[src/logic/ptwPkg.sv]
////////////////////////////////////////////////////////////////////////////
// Sv39 page table walker shared definitions
// Holds the RV64 and Sv39 field widths, the walker state encoding and
// the page size code that goes to the TLBs with each new entry
////////////////////////////////////////////////////////////////////////////

`default_nettype none

package ptwPkg;

  // Data path and virtual address width of the core
  localparam int xlen = 64;

  // Physical page number carried in bits 53:10 of a PTE
  localparam int ppnBits = 44;

  // Each of the three VPN slices indexes a 512-entry table
  localparam int vpnBits = 9;

  // PTEs are eight bytes, so table offsets shift by three
  localparam int pteBytesLog = 3;

  localparam int pageOffsetBits = 12;

  // Walker states, one wait and one judgement state per level
  typedef enum logic [3:0] {
    stIdle,
    stLevel2Wait,
    stLevel2,
    stLevel1Wait,
    stLevel1,
    stLevel0Wait,
    stLevel0,
    stLeaf,
    stFault
  } walkState_t;

  // Page size reported with a TLB write
  typedef enum logic [1:0] {
    pageKilo = 2'd0,
    pageMega = 2'd1,
    pageGiga = 2'd2
  } pageType_t;

  // Table level, 2 is the root and 0 the last
  typedef logic [1:0] level_t;

endpackage

`default_nettype wire

[src/logic/missArbiter.sv]
////////////////////////////////////////////////////////////////////////////
// TLB miss arbiter
// Grants the single walk port to a data miss ahead of an instruction miss
// and freezes the winning request for the length of the walk
////////////////////////////////////////////////////////////////////////////

`default_nettype none
`timescale 1ns/1ns

module missArbiter (
  input  logic                    clk,
  input  logic                    rstN,
  input  logic                    itlbMiss,
  input  logic                    dtlbMiss,
  input  logic                    memStore,
  input  logic [ptwPkg::xlen-1:0] pc,
  input  logic [ptwPkg::xlen-1:0] memAdr,
  input  logic                    walkStart,
  output logic                    walkReq,
  output logic [ptwPkg::xlen-1:0] walkVAdr,
  output logic                    walkIsData,
  output logic                    walkIsStore
);

  // Either requester may start a walk
  assign walkReq = itlbMiss | dtlbMiss;

  // The address is plain payload and only moves on a granted walk
  always_ff @(posedge clk) begin
    if (walkStart) begin
      walkVAdr <= dtlbMiss ? memAdr : pc;
    end
  end

  // Requester and access kind, data wins a simultaneous miss
  always_ff @(posedge clk) begin
    if (!rstN) begin
      walkIsData  <= 1'b0;
      walkIsStore <= 1'b0;
    end else if (walkStart) begin
      walkIsData  <= dtlbMiss;
      // An instruction fetch is never a store
      walkIsStore <= dtlbMiss & memStore;
    end
  end

  // The walker must never launch a walk that nobody asked for
  startNeedsRequest: assert property (@(posedge clk) disable iff (!rstN)
    walkStart |-> walkReq);

endmodule

`default_nettype wire

[src/logic/pageTableWalker.sv]
////////////////////////////////////////////////////////////////////////////
// Sv39 hardware page table walker
// Serves instruction and data TLB misses over one page table read port,
// returning a TLB entry or a page fault at the end of each walk
////////////////////////////////////////////////////////////////////////////

`default_nettype none
`timescale 1ns/1ns

module pageTableWalker #(
  parameter int paBits = 56
) (
  input  logic                    clk,
  input  logic                    rstN,
  input  logic [ptwPkg::xlen-1:0] satp,
  // Miss requests from the two TLBs
  input  logic                    itlbMiss,
  input  logic [ptwPkg::xlen-1:0] pc,
  input  logic                    dtlbMiss,
  input  logic [ptwPkg::xlen-1:0] memAdr,
  input  logic                    memStore,
  // Page table read port
  input  logic [ptwPkg::xlen-1:0] memPte,
  input  logic                    memStall,
  output logic [paBits-1:0]       memPAdr,
  output logic                    memRead,
  // Results to the TLBs and the core
  output logic [ptwPkg::xlen-1:0] pageTableEntry,
  output ptwPkg::pageType_t       pageType,
  output logic                    itlbWrite,
  output logic                    dtlbWrite,
  output logic                    instrPageFault,
  output logic                    loadPageFault,
  output logic                    storePageFault,
  output logic                    mmuStall
);

  logic                       walkReq, walkStart, walkIsData, walkIsStore;
  logic [ptwPkg::xlen-1:0]    walkVAdr, pte;
  logic [ptwPkg::ppnBits-1:0] curPpn;
  logic                       pteEn, useRoot, pteValid, pteLeaf, pteBad;
  ptwPkg::level_t             level;

  missArbiter arbiter (
    .clk(clk), .rstN(rstN), .itlbMiss(itlbMiss), .dtlbMiss(dtlbMiss),
    .memStore(memStore), .pc(pc), .memAdr(memAdr), .walkStart(walkStart),
    .walkReq(walkReq), .walkVAdr(walkVAdr), .walkIsData(walkIsData),
    .walkIsStore(walkIsStore)
  );

  walkerFsm fsm (
    .clk(clk), .rstN(rstN), .walkReq(walkReq), .walkIsData(walkIsData),
    .walkIsStore(walkIsStore), .pteValid(pteValid), .pteLeaf(pteLeaf),
    .pteBad(pteBad), .pageTableEntryIn(pte), .memStall(memStall),
    .walkStart(walkStart), .pteEn(pteEn), .memRead(memRead), .useRoot(useRoot),
    .level(level), .pageTableEntry(pageTableEntry), .pageType(pageType),
    .itlbWrite(itlbWrite), .dtlbWrite(dtlbWrite), .instrPageFault(instrPageFault),
    .loadPageFault(loadPageFault), .storePageFault(storePageFault), .mmuStall(mmuStall)
  );

  pteDecode decode (
    .clk(clk), .rstN(rstN), .pteEn(pteEn), .memPte(memPte), .level(level),
    .walkIsStore(walkIsStore), .pte(pte), .curPpn(curPpn), .pteValid(pteValid),
    .pteLeaf(pteLeaf), .pteBad(pteBad)
  );

  ptAddrGen #(.paBits(paBits)) addrGen (
    .satp(satp), .curPpn(curPpn), .walkVAdr(walkVAdr), .level(level),
    .useRoot(useRoot), .memPAdr(memPAdr)
  );

  // Memory may rely on the address staying put across a stalled read
  addrHeldInStall: assert property (@(posedge clk) disable iff (!rstN)
    (memRead && memStall) |=> $stable(memPAdr));

endmodule

`default_nettype wire

[src/logic/ptAddrGen.sv]
////////////////////////////////////////////////////////////////////////////
// PTE address generator
// Joins the root or current PPN with the VPN slice of the level to form
// the physical address of the next PTE
////////////////////////////////////////////////////////////////////////////

`default_nettype none
`timescale 1ns/1ns

module ptAddrGen #(
  parameter int paBits = 56
) (
  input  logic [ptwPkg::xlen-1:0]    satp,
  input  logic [ptwPkg::ppnBits-1:0] curPpn,
  input  logic [ptwPkg::xlen-1:0]    walkVAdr,
  input  ptwPkg::level_t             level,
  input  logic                       useRoot,
  output logic [paBits-1:0]          memPAdr
);

  // Full width of a PTE address before truncation
  localparam int fullBits = ptwPkg::ppnBits + ptwPkg::vpnBits + ptwPkg::pteBytesLog;

  logic [ptwPkg::vpnBits-1:0] vpn;
  logic [ptwPkg::ppnBits-1:0] basePpn;
  logic [fullBits-1:0]        fullAdr;

  // VPN[2] sits at 38:30, VPN[1] at 29:21 and VPN[0] at 20:12
  always_comb begin
    case (level)
      2'd2:    vpn = walkVAdr[ptwPkg::pageOffsetBits+2*ptwPkg::vpnBits +: ptwPkg::vpnBits];
      2'd1:    vpn = walkVAdr[ptwPkg::pageOffsetBits+ptwPkg::vpnBits +: ptwPkg::vpnBits];
      default: vpn = walkVAdr[ptwPkg::pageOffsetBits +: ptwPkg::vpnBits];
    endcase
  end

  // Only the root level reads the table named by satp
  assign basePpn = useRoot ? satp[ptwPkg::ppnBits-1:0] : curPpn;

  assign fullAdr = {basePpn, vpn, {ptwPkg::pteBytesLog{1'b0}}};

  // A narrower physical space simply drops the upper address bits
  assign memPAdr = fullAdr[paBits-1:0];

endmodule

`default_nettype wire

[src/logic/pteDecode.sv]
////////////////////////////////////////////////////////////////////////////
// PTE capture and decode
// Registers each PTE returned by memory and judges it for validity,
// leaf status, superpage alignment and the accessed/dirty alert
////////////////////////////////////////////////////////////////////////////

`default_nettype none
`timescale 1ns/1ns

module pteDecode (
  input  logic                       clk,
  input  logic                       rstN,
  input  logic                       pteEn,
  input  logic [ptwPkg::xlen-1:0]    memPte,
  input  ptwPkg::level_t             level,
  input  logic                       walkIsStore,
  output logic [ptwPkg::xlen-1:0]    pte,
  output logic [ptwPkg::ppnBits-1:0] curPpn,
  output logic                       pteValid,
  output logic                       pteLeaf,
  output logic                       pteBad
);

  // Permission and status bits that the walk needs from the low byte
  logic dirty, accessed;
  logic executable, writable, readable, valid;
  logic accessAlert;
  logic misaligned;

  // The last fetched entry is judged in the level state that follows the wait
  always_ff @(posedge clk) begin
    if (!rstN) begin
      pte <= '0;
    end else if (pteEn) begin
      pte <= memPte;
    end
  end

  // Global and user in bits 5:4 only matter to the TLB
  assign {dirty, accessed} = pte[7:6];
  assign {executable, writable, readable, valid} = pte[3:0];

  // PPN sits just above the two RSW bits
  assign curPpn = pte[ptwPkg::ppnBits+9:10];

  // Write without read is a reserved encoding
  assign pteValid = valid && !(writable && !readable);

  // Any of R, W or X makes the entry a leaf, otherwise it points down a level
  assign pteLeaf = executable | writable | readable;

  // Accessed must be set, and a store also needs dirty
  assign accessAlert = !accessed || (walkIsStore && !dirty);

  // A superpage has to start on its own size, so its low PPN slices are zero
  always_comb begin
    case (level)
      2'd2:    misaligned = |curPpn[17:0];
      2'd1:    misaligned = |curPpn[8:0];
      default: misaligned = 1'b0;
    endcase
  end

  assign pteBad = misaligned || accessAlert;

endmodule

`default_nettype wire

[src/logic/walkerFsm.sv]
////////////////////////////////////////////////////////////////////////////
// Page table walk state machine
// Steps through the three Sv39 levels, waits out memory stalls and
// raises the registered TLB write, page fault and stall outputs
////////////////////////////////////////////////////////////////////////////

`default_nettype none
`timescale 1ns/1ns

module walkerFsm (
  input  logic                     clk,
  input  logic                     rstN,
  input  logic                     walkReq,
  input  logic                     walkIsData,
  input  logic                     walkIsStore,
  input  logic                     pteValid,
  input  logic                     pteLeaf,
  input  logic                     pteBad,
  input  logic [ptwPkg::xlen-1:0]  pageTableEntryIn,
  input  logic                     memStall,
  output logic                     walkStart,
  output logic                     pteEn,
  output logic                     memRead,
  output logic                     useRoot,
  output ptwPkg::level_t           level,
  output logic [ptwPkg::xlen-1:0]  pageTableEntry,
  output ptwPkg::pageType_t        pageType,
  output logic                     itlbWrite,
  output logic                     dtlbWrite,
  output logic                     instrPageFault,
  output logic                     loadPageFault,
  output logic                     storePageFault,
  output logic                     mmuStall
);

  ptwPkg::walkState_t state, nextState;
  ptwPkg::pageType_t  leafType;
  logic               goodLeaf;
  logic               descend;

  assign walkStart = (state == ptwPkg::stIdle) && walkReq;

  // The PTE is captured on the edge that ends a wait without a stall
  assign pteEn = memRead && !memStall;

  // Judgement of the PTE captured for the current level
  assign goodLeaf = pteValid && pteLeaf && !pteBad;
  assign descend  = pteValid && !pteLeaf;

  ////////////////////////////////////////////////////////////////////////////
  // Level decode and memory request
  ////////////////////////////////////////////////////////////////////////////

  always_comb begin
    memRead  = 1'b0;
    level    = 2'd2;
    useRoot  = 1'b1;
    leafType = ptwPkg::pageGiga;
    case (state)
      ptwPkg::stLevel2Wait: memRead = 1'b1;
      ptwPkg::stLevel1Wait: begin
        memRead = 1'b1;
        level   = 2'd1;
        useRoot = 1'b0;
      end
      ptwPkg::stLevel1: begin
        level    = 2'd1;
        useRoot  = 1'b0;
        leafType = ptwPkg::pageMega;
      end
      ptwPkg::stLevel0Wait: begin
        memRead = 1'b1;
        level   = 2'd0;
        useRoot = 1'b0;
      end
      ptwPkg::stLevel0: begin
        level    = 2'd0;
        useRoot  = 1'b0;
        leafType = ptwPkg::pageKilo;
      end
      default: ;
    endcase
  end

  ////////////////////////////////////////////////////////////////////////////
  // Next state
  ////////////////////////////////////////////////////////////////////////////

  always_comb begin
    nextState = state;
    case (state)
      ptwPkg::stIdle:
        if (walkReq) nextState = ptwPkg::stLevel2Wait;
      // Each wait state holds for as long as memory stalls
      ptwPkg::stLevel2Wait:
        if (!memStall) nextState = ptwPkg::stLevel2;
      ptwPkg::stLevel1Wait:
        if (!memStall) nextState = ptwPkg::stLevel1;
      ptwPkg::stLevel0Wait:
        if (!memStall) nextState = ptwPkg::stLevel0;
      ptwPkg::stLevel2: begin
        if (goodLeaf) nextState = ptwPkg::stLeaf;
        else if (descend) nextState = ptwPkg::stLevel1Wait;
        else nextState = ptwPkg::stFault;
      end
      ptwPkg::stLevel1: begin
        if (goodLeaf) nextState = ptwPkg::stLeaf;
        else if (descend) nextState = ptwPkg::stLevel0Wait;
        else nextState = ptwPkg::stFault;
      end
      // No level below 0, so a pointer here is a fault as well
      ptwPkg::stLevel0:
        nextState = goodLeaf ? ptwPkg::stLeaf : ptwPkg::stFault;
      default: nextState = ptwPkg::stIdle;
    endcase
  end

  always_ff @(posedge clk) begin
    if (!rstN) begin
      state <= ptwPkg::stIdle;
    end else begin
      state <= nextState;
    end
  end

  ////////////////////////////////////////////////////////////////////////////
  // Registered results, high in the cycle the machine sits in leaf or fault
  ////////////////////////////////////////////////////////////////////////////

  always_ff @(posedge clk) begin
    if (!rstN) begin
      pageTableEntry <= '0;
      pageType       <= ptwPkg::pageKilo;
      itlbWrite      <= 1'b0;
      dtlbWrite      <= 1'b0;
      instrPageFault <= 1'b0;
      loadPageFault  <= 1'b0;
      storePageFault <= 1'b0;
      mmuStall       <= 1'b0;
    end else begin
      pageTableEntry <= (nextState == ptwPkg::stLeaf) ? pageTableEntryIn : '0;
      pageType       <= (nextState == ptwPkg::stLeaf) ? leafType : ptwPkg::pageKilo;
      itlbWrite      <= (nextState == ptwPkg::stLeaf) && !walkIsData;
      dtlbWrite      <= (nextState == ptwPkg::stLeaf) && walkIsData;
      instrPageFault <= (nextState == ptwPkg::stFault) && !walkIsData;
      loadPageFault  <= (nextState == ptwPkg::stFault) && walkIsData && !walkIsStore;
      storePageFault <= (nextState == ptwPkg::stFault) && walkIsData && walkIsStore;
      // Stall drops early on a fault so the core can take the trap
      mmuStall       <= (nextState != ptwPkg::stIdle) && (nextState != ptwPkg::stFault);
    end
  end

  // A walk ends either in a TLB write or in a fault, never both
  strobeOrFault: assert property (@(posedge clk) disable iff (!rstN)
    !((itlbWrite || dtlbWrite) && (instrPageFault || loadPageFault || storePageFault)));

  // A stalled read stays requested until memory answers
  readHeldInStall: assert property (@(posedge clk) disable iff (!rstN)
    (memRead && memStall) |=> memRead);

endmodule

`default_nettype wire

[config.mk]
export PLATFORM = sky130hd
export DESIGN_NAME = pageTableWalker
export DESIGN_NICKNAME = d
export VERILOG_FILES = /design/src/logic/ptwPkg.sv /design/src/logic/missArbiter.sv /design/src/logic/pageTableWalker.sv /design/src/logic/ptAddrGen.sv /design/src/logic/pteDecode.sv /design/src/logic/walkerFsm.sv
export SDC_FILE = /design/constraint.sdc
export NUM_CORES = 1
export LEC_CHECK = 0
export BUFFER_PORTS_ARGS = -buffer_cell sky130_fd_sc_hd__buf_2
export CAP_MARGIN = 20
export CORE_MARGIN = 4
export CORE_UTILIZATION = 25
export CTS_BUF_LIST = sky130_fd_sc_hd__clkbuf_16
export DETAILED_ROUTE_END_ITERATION = 12
export SLEW_MARGIN = 5
export SYNTH_ARGS = -nofsm -noshare
export SYNTH_HDL_FRONTEND = slang
export SYNTH_HIERARCHICAL = 1
export SYNTH_SLANG_ARGS = --single-unit
[constraint.sdc]
create_clock -name clk -period 2.8 [get_ports clk]
set_input_delay 0 -clock clk [delete_from_list [all_inputs] [get_ports clk]]
set_output_delay 0 -clock clk [all_outputs]
set_load 0.02 [all_outputs]
==> flow_summary.ini <==
[sta]
skew_ns = 0.0144
fin_crit_ns = 2.79
worstMarginPinSlew_ns = 0.632
slew_violations = 0
finalSetupViolations = 0
hold_viol = 0
hold-worst-slack_ns = 0.123
rsz0062_at_grt = true
fin_crit_sh_pct = 99.6
relSlewSlack_pct = 57.9
setup_tns_ns = 0
max_freq_mhz = 358

[worst_setup_path]
startpoint = fsm/state[1]
reg2reg_depth = 14
crit_slowest_cell = dfxtp_2
r2r_slack_ns = 0.01
critPathTopFamily = compound AO/OA/AOI/OAI gates
crit_buf_inv = 3
cpPeakStageDelay_ns = 0.35
crit_chain = nand2_2 -> or2_4 -> a21o_4 -> ha_4 -> nor2b_1 -> o21ai_1 -> nand4_1 -> a21bo_2 -> buf_6 -> a2111oi_4 -> a32oi_4 -> buf_4 -> buf_12 -> nor3_1
crit_fanout = 15
critPathCaptureType = register
start_kind = register
cp.depth = 14
critPathRequiredTime_ns = 3.12
path_class = reg2reg
r2r-end = fsm/pageTableEntry[0]
arrival_ns = 3.11
timing.rr.start = fsm/state[1]
crit_end = fsm/pageTableEntry[0]

[drt]
drt_iter0_markers = 168
ant_nets = 0
drc = 0
num_vias = 6502
drt_pass1_iterations = 4
wirelength_um = 25100
viasPerCell = 4.35
wl_per_cell_um = 16.8

[cts]
ctsHtreeMaxLevel = 4
clockBufferDepth = 2
clk_latency_ns = 0.42
cts_tree = built
clkSinkCount = 169
cts_buffers = 17
cts.root.buffer_cell = clkbuf_16
path_clk_slew_ns = 0.07

[synth]
synth.cell_area_um2 = 7930
netlist_instances = 715
syn_area_per_cell_um2 = 11.1
yosysWarnings = 6

[global_routing]
grt_pass1_vias = 6456
antenna_found_initial = 1
overflow = 0
grt_use_total_pct = 13.1
grt_pass1_wl_um = 35300
grt_max_degree = 38

[floorplan]
core.rowCount = 64
die_h_um = 186
io_pins = 391
die_w_um = 186
die-area_um2 = 34600
core_area_um2 = 30900
start_util_pct = 25.7

[min_path]
holdCritStartpoint = memStall
hp-class = in2reg

[place]
hpwl_um = 16700
place.gp.congestion = 0.783
io_buffer_count = 293
dp_cells = 1325

[final_layout]
area_delta_synth_final_pct = 47.2
layout.cells.non_filler = 1495
fin_nets = 1353
diodes = 0
layout-drive-gt1-share_pct = 45.5

[power]
powerDensity_nw_per_um2 = 511
leakagePower_nw = 4.96
peakVddDrop_mv = 0.376
finalPower_mw = 5.97

[run_status]
status = completed

[flow_run]
drv_cap = 0
[cells in the final DEF (no fill, tap or decap), types with 8 or more instances in the layout]
cell type and count:
buf_2 293, dfxtp_1 139, dlygate4sd3_1 119, nor2b_1 67
mux2i_1 65, o21ai_0 59, mux2_4 46, nor3_1 37
edfxtp_1 27, mux2_2 25, buf_4 24, clkbuf_16 22
nor3_2 22, nand2_1 15, o21ai_1 14, a22oi_1 9
buf_12 9, nor3_4 9, inv_1 8, buf_6 8
[per-stage QoR]
stage | worst slack (ns) | cell area, µm² | util, %
final | 0.0103 | 11700 | 37.8
after global routing | -0.111 | 11700 | 37.8
after CTS | -0.0436 | 11300 | 36.4
after detailed placement | -0.0421 | 9390 | 30.4
after global placement | -0.0559 | 9390 | 30.4
after floorplan | 0.0207 | 7940 | -
[registers in the layout (all words and copies together) (netlist names), 2 cells and up]
name / flops
decode/pte: 64
fsm/pageTableEntry: 64
arbiter/walkVAdr: 27
fsm/state: 4
fsm/pageType: 2
[worst register-to-register path, stage by stage, from the launching register on]
cell and delay, ns:
dfxtp_2 0.35, nand2_2 0.05, or2_4 0.24, a21o_4 0.23
ha_4 0.27, nor2b_1 0.04, o21ai_1 0.08, nand4_1 0.15
a21bo_2 0.24, buf_6 0.12, a2111oi_4 0.25, a32oi_4 0.13
buf_4 0.21, buf_12 0.15, nor3_1 0.20
[what timing repair did]
action | 4_1_cts | 5_1_grt
gates cloned | 2 | 6
resized for setup | 7 | 61
setup endpoints to repair | 36 | 70
setup buffers | 4 | 10
hold buffers | 119 | 0
pin swaps | 3 | 12
endpoints found under the hold margin | 92 | 0
[worst min-delay path by stage]
stage	slack (ns)	endpoint	cells past startpoint
global placement	0.25	arbiter/walkIsStore	3
CTS	0.1	decode/pte[41]	4
global route	0.13	decode/pte[39]	4
floorplan	0.13	arbiter/walkIsData	1
detailed placement	0.24	arbiter/walkIsStore	3
finish	0.12	decode/pte[41]	4
[cell type report]
type                    instances  area, µm²
clock buffers                  18        450
clock inverters                13        104
fillers                      3033      19200
inverters                       8       30.0
multi-input cells             431       3660
flip-flops and latches        169       3660
well taps                     396        495
repair buffers                460       3280
[layer usage]
layer  up-vias  share of wire (%)  GRT usage [%]
li1       3195                  -              -
met1      3063                 43           15.9
met2       219                 50           23.5
met3        23                5.5           3.27
met4         2                1.3           3.18
met5         -              0.052              0
[power breakdown]
| part | switching, mW | leakage (nW) | total, mW | internal (mW) |
|---|---|---|---|---|
| registers | 0.0644 | 1.41 | 2.65 | 2.58 |
| logic | 0.535 | 3.28 | 1.09 | 0.559 |
| clock network | 0.969 | 0.271 | 2.23 | 1.26 |
| total | 1.57 | 4.96 | 5.97 | 4.41 |
No activity file was read; power rests on OpenSTA's default activity.
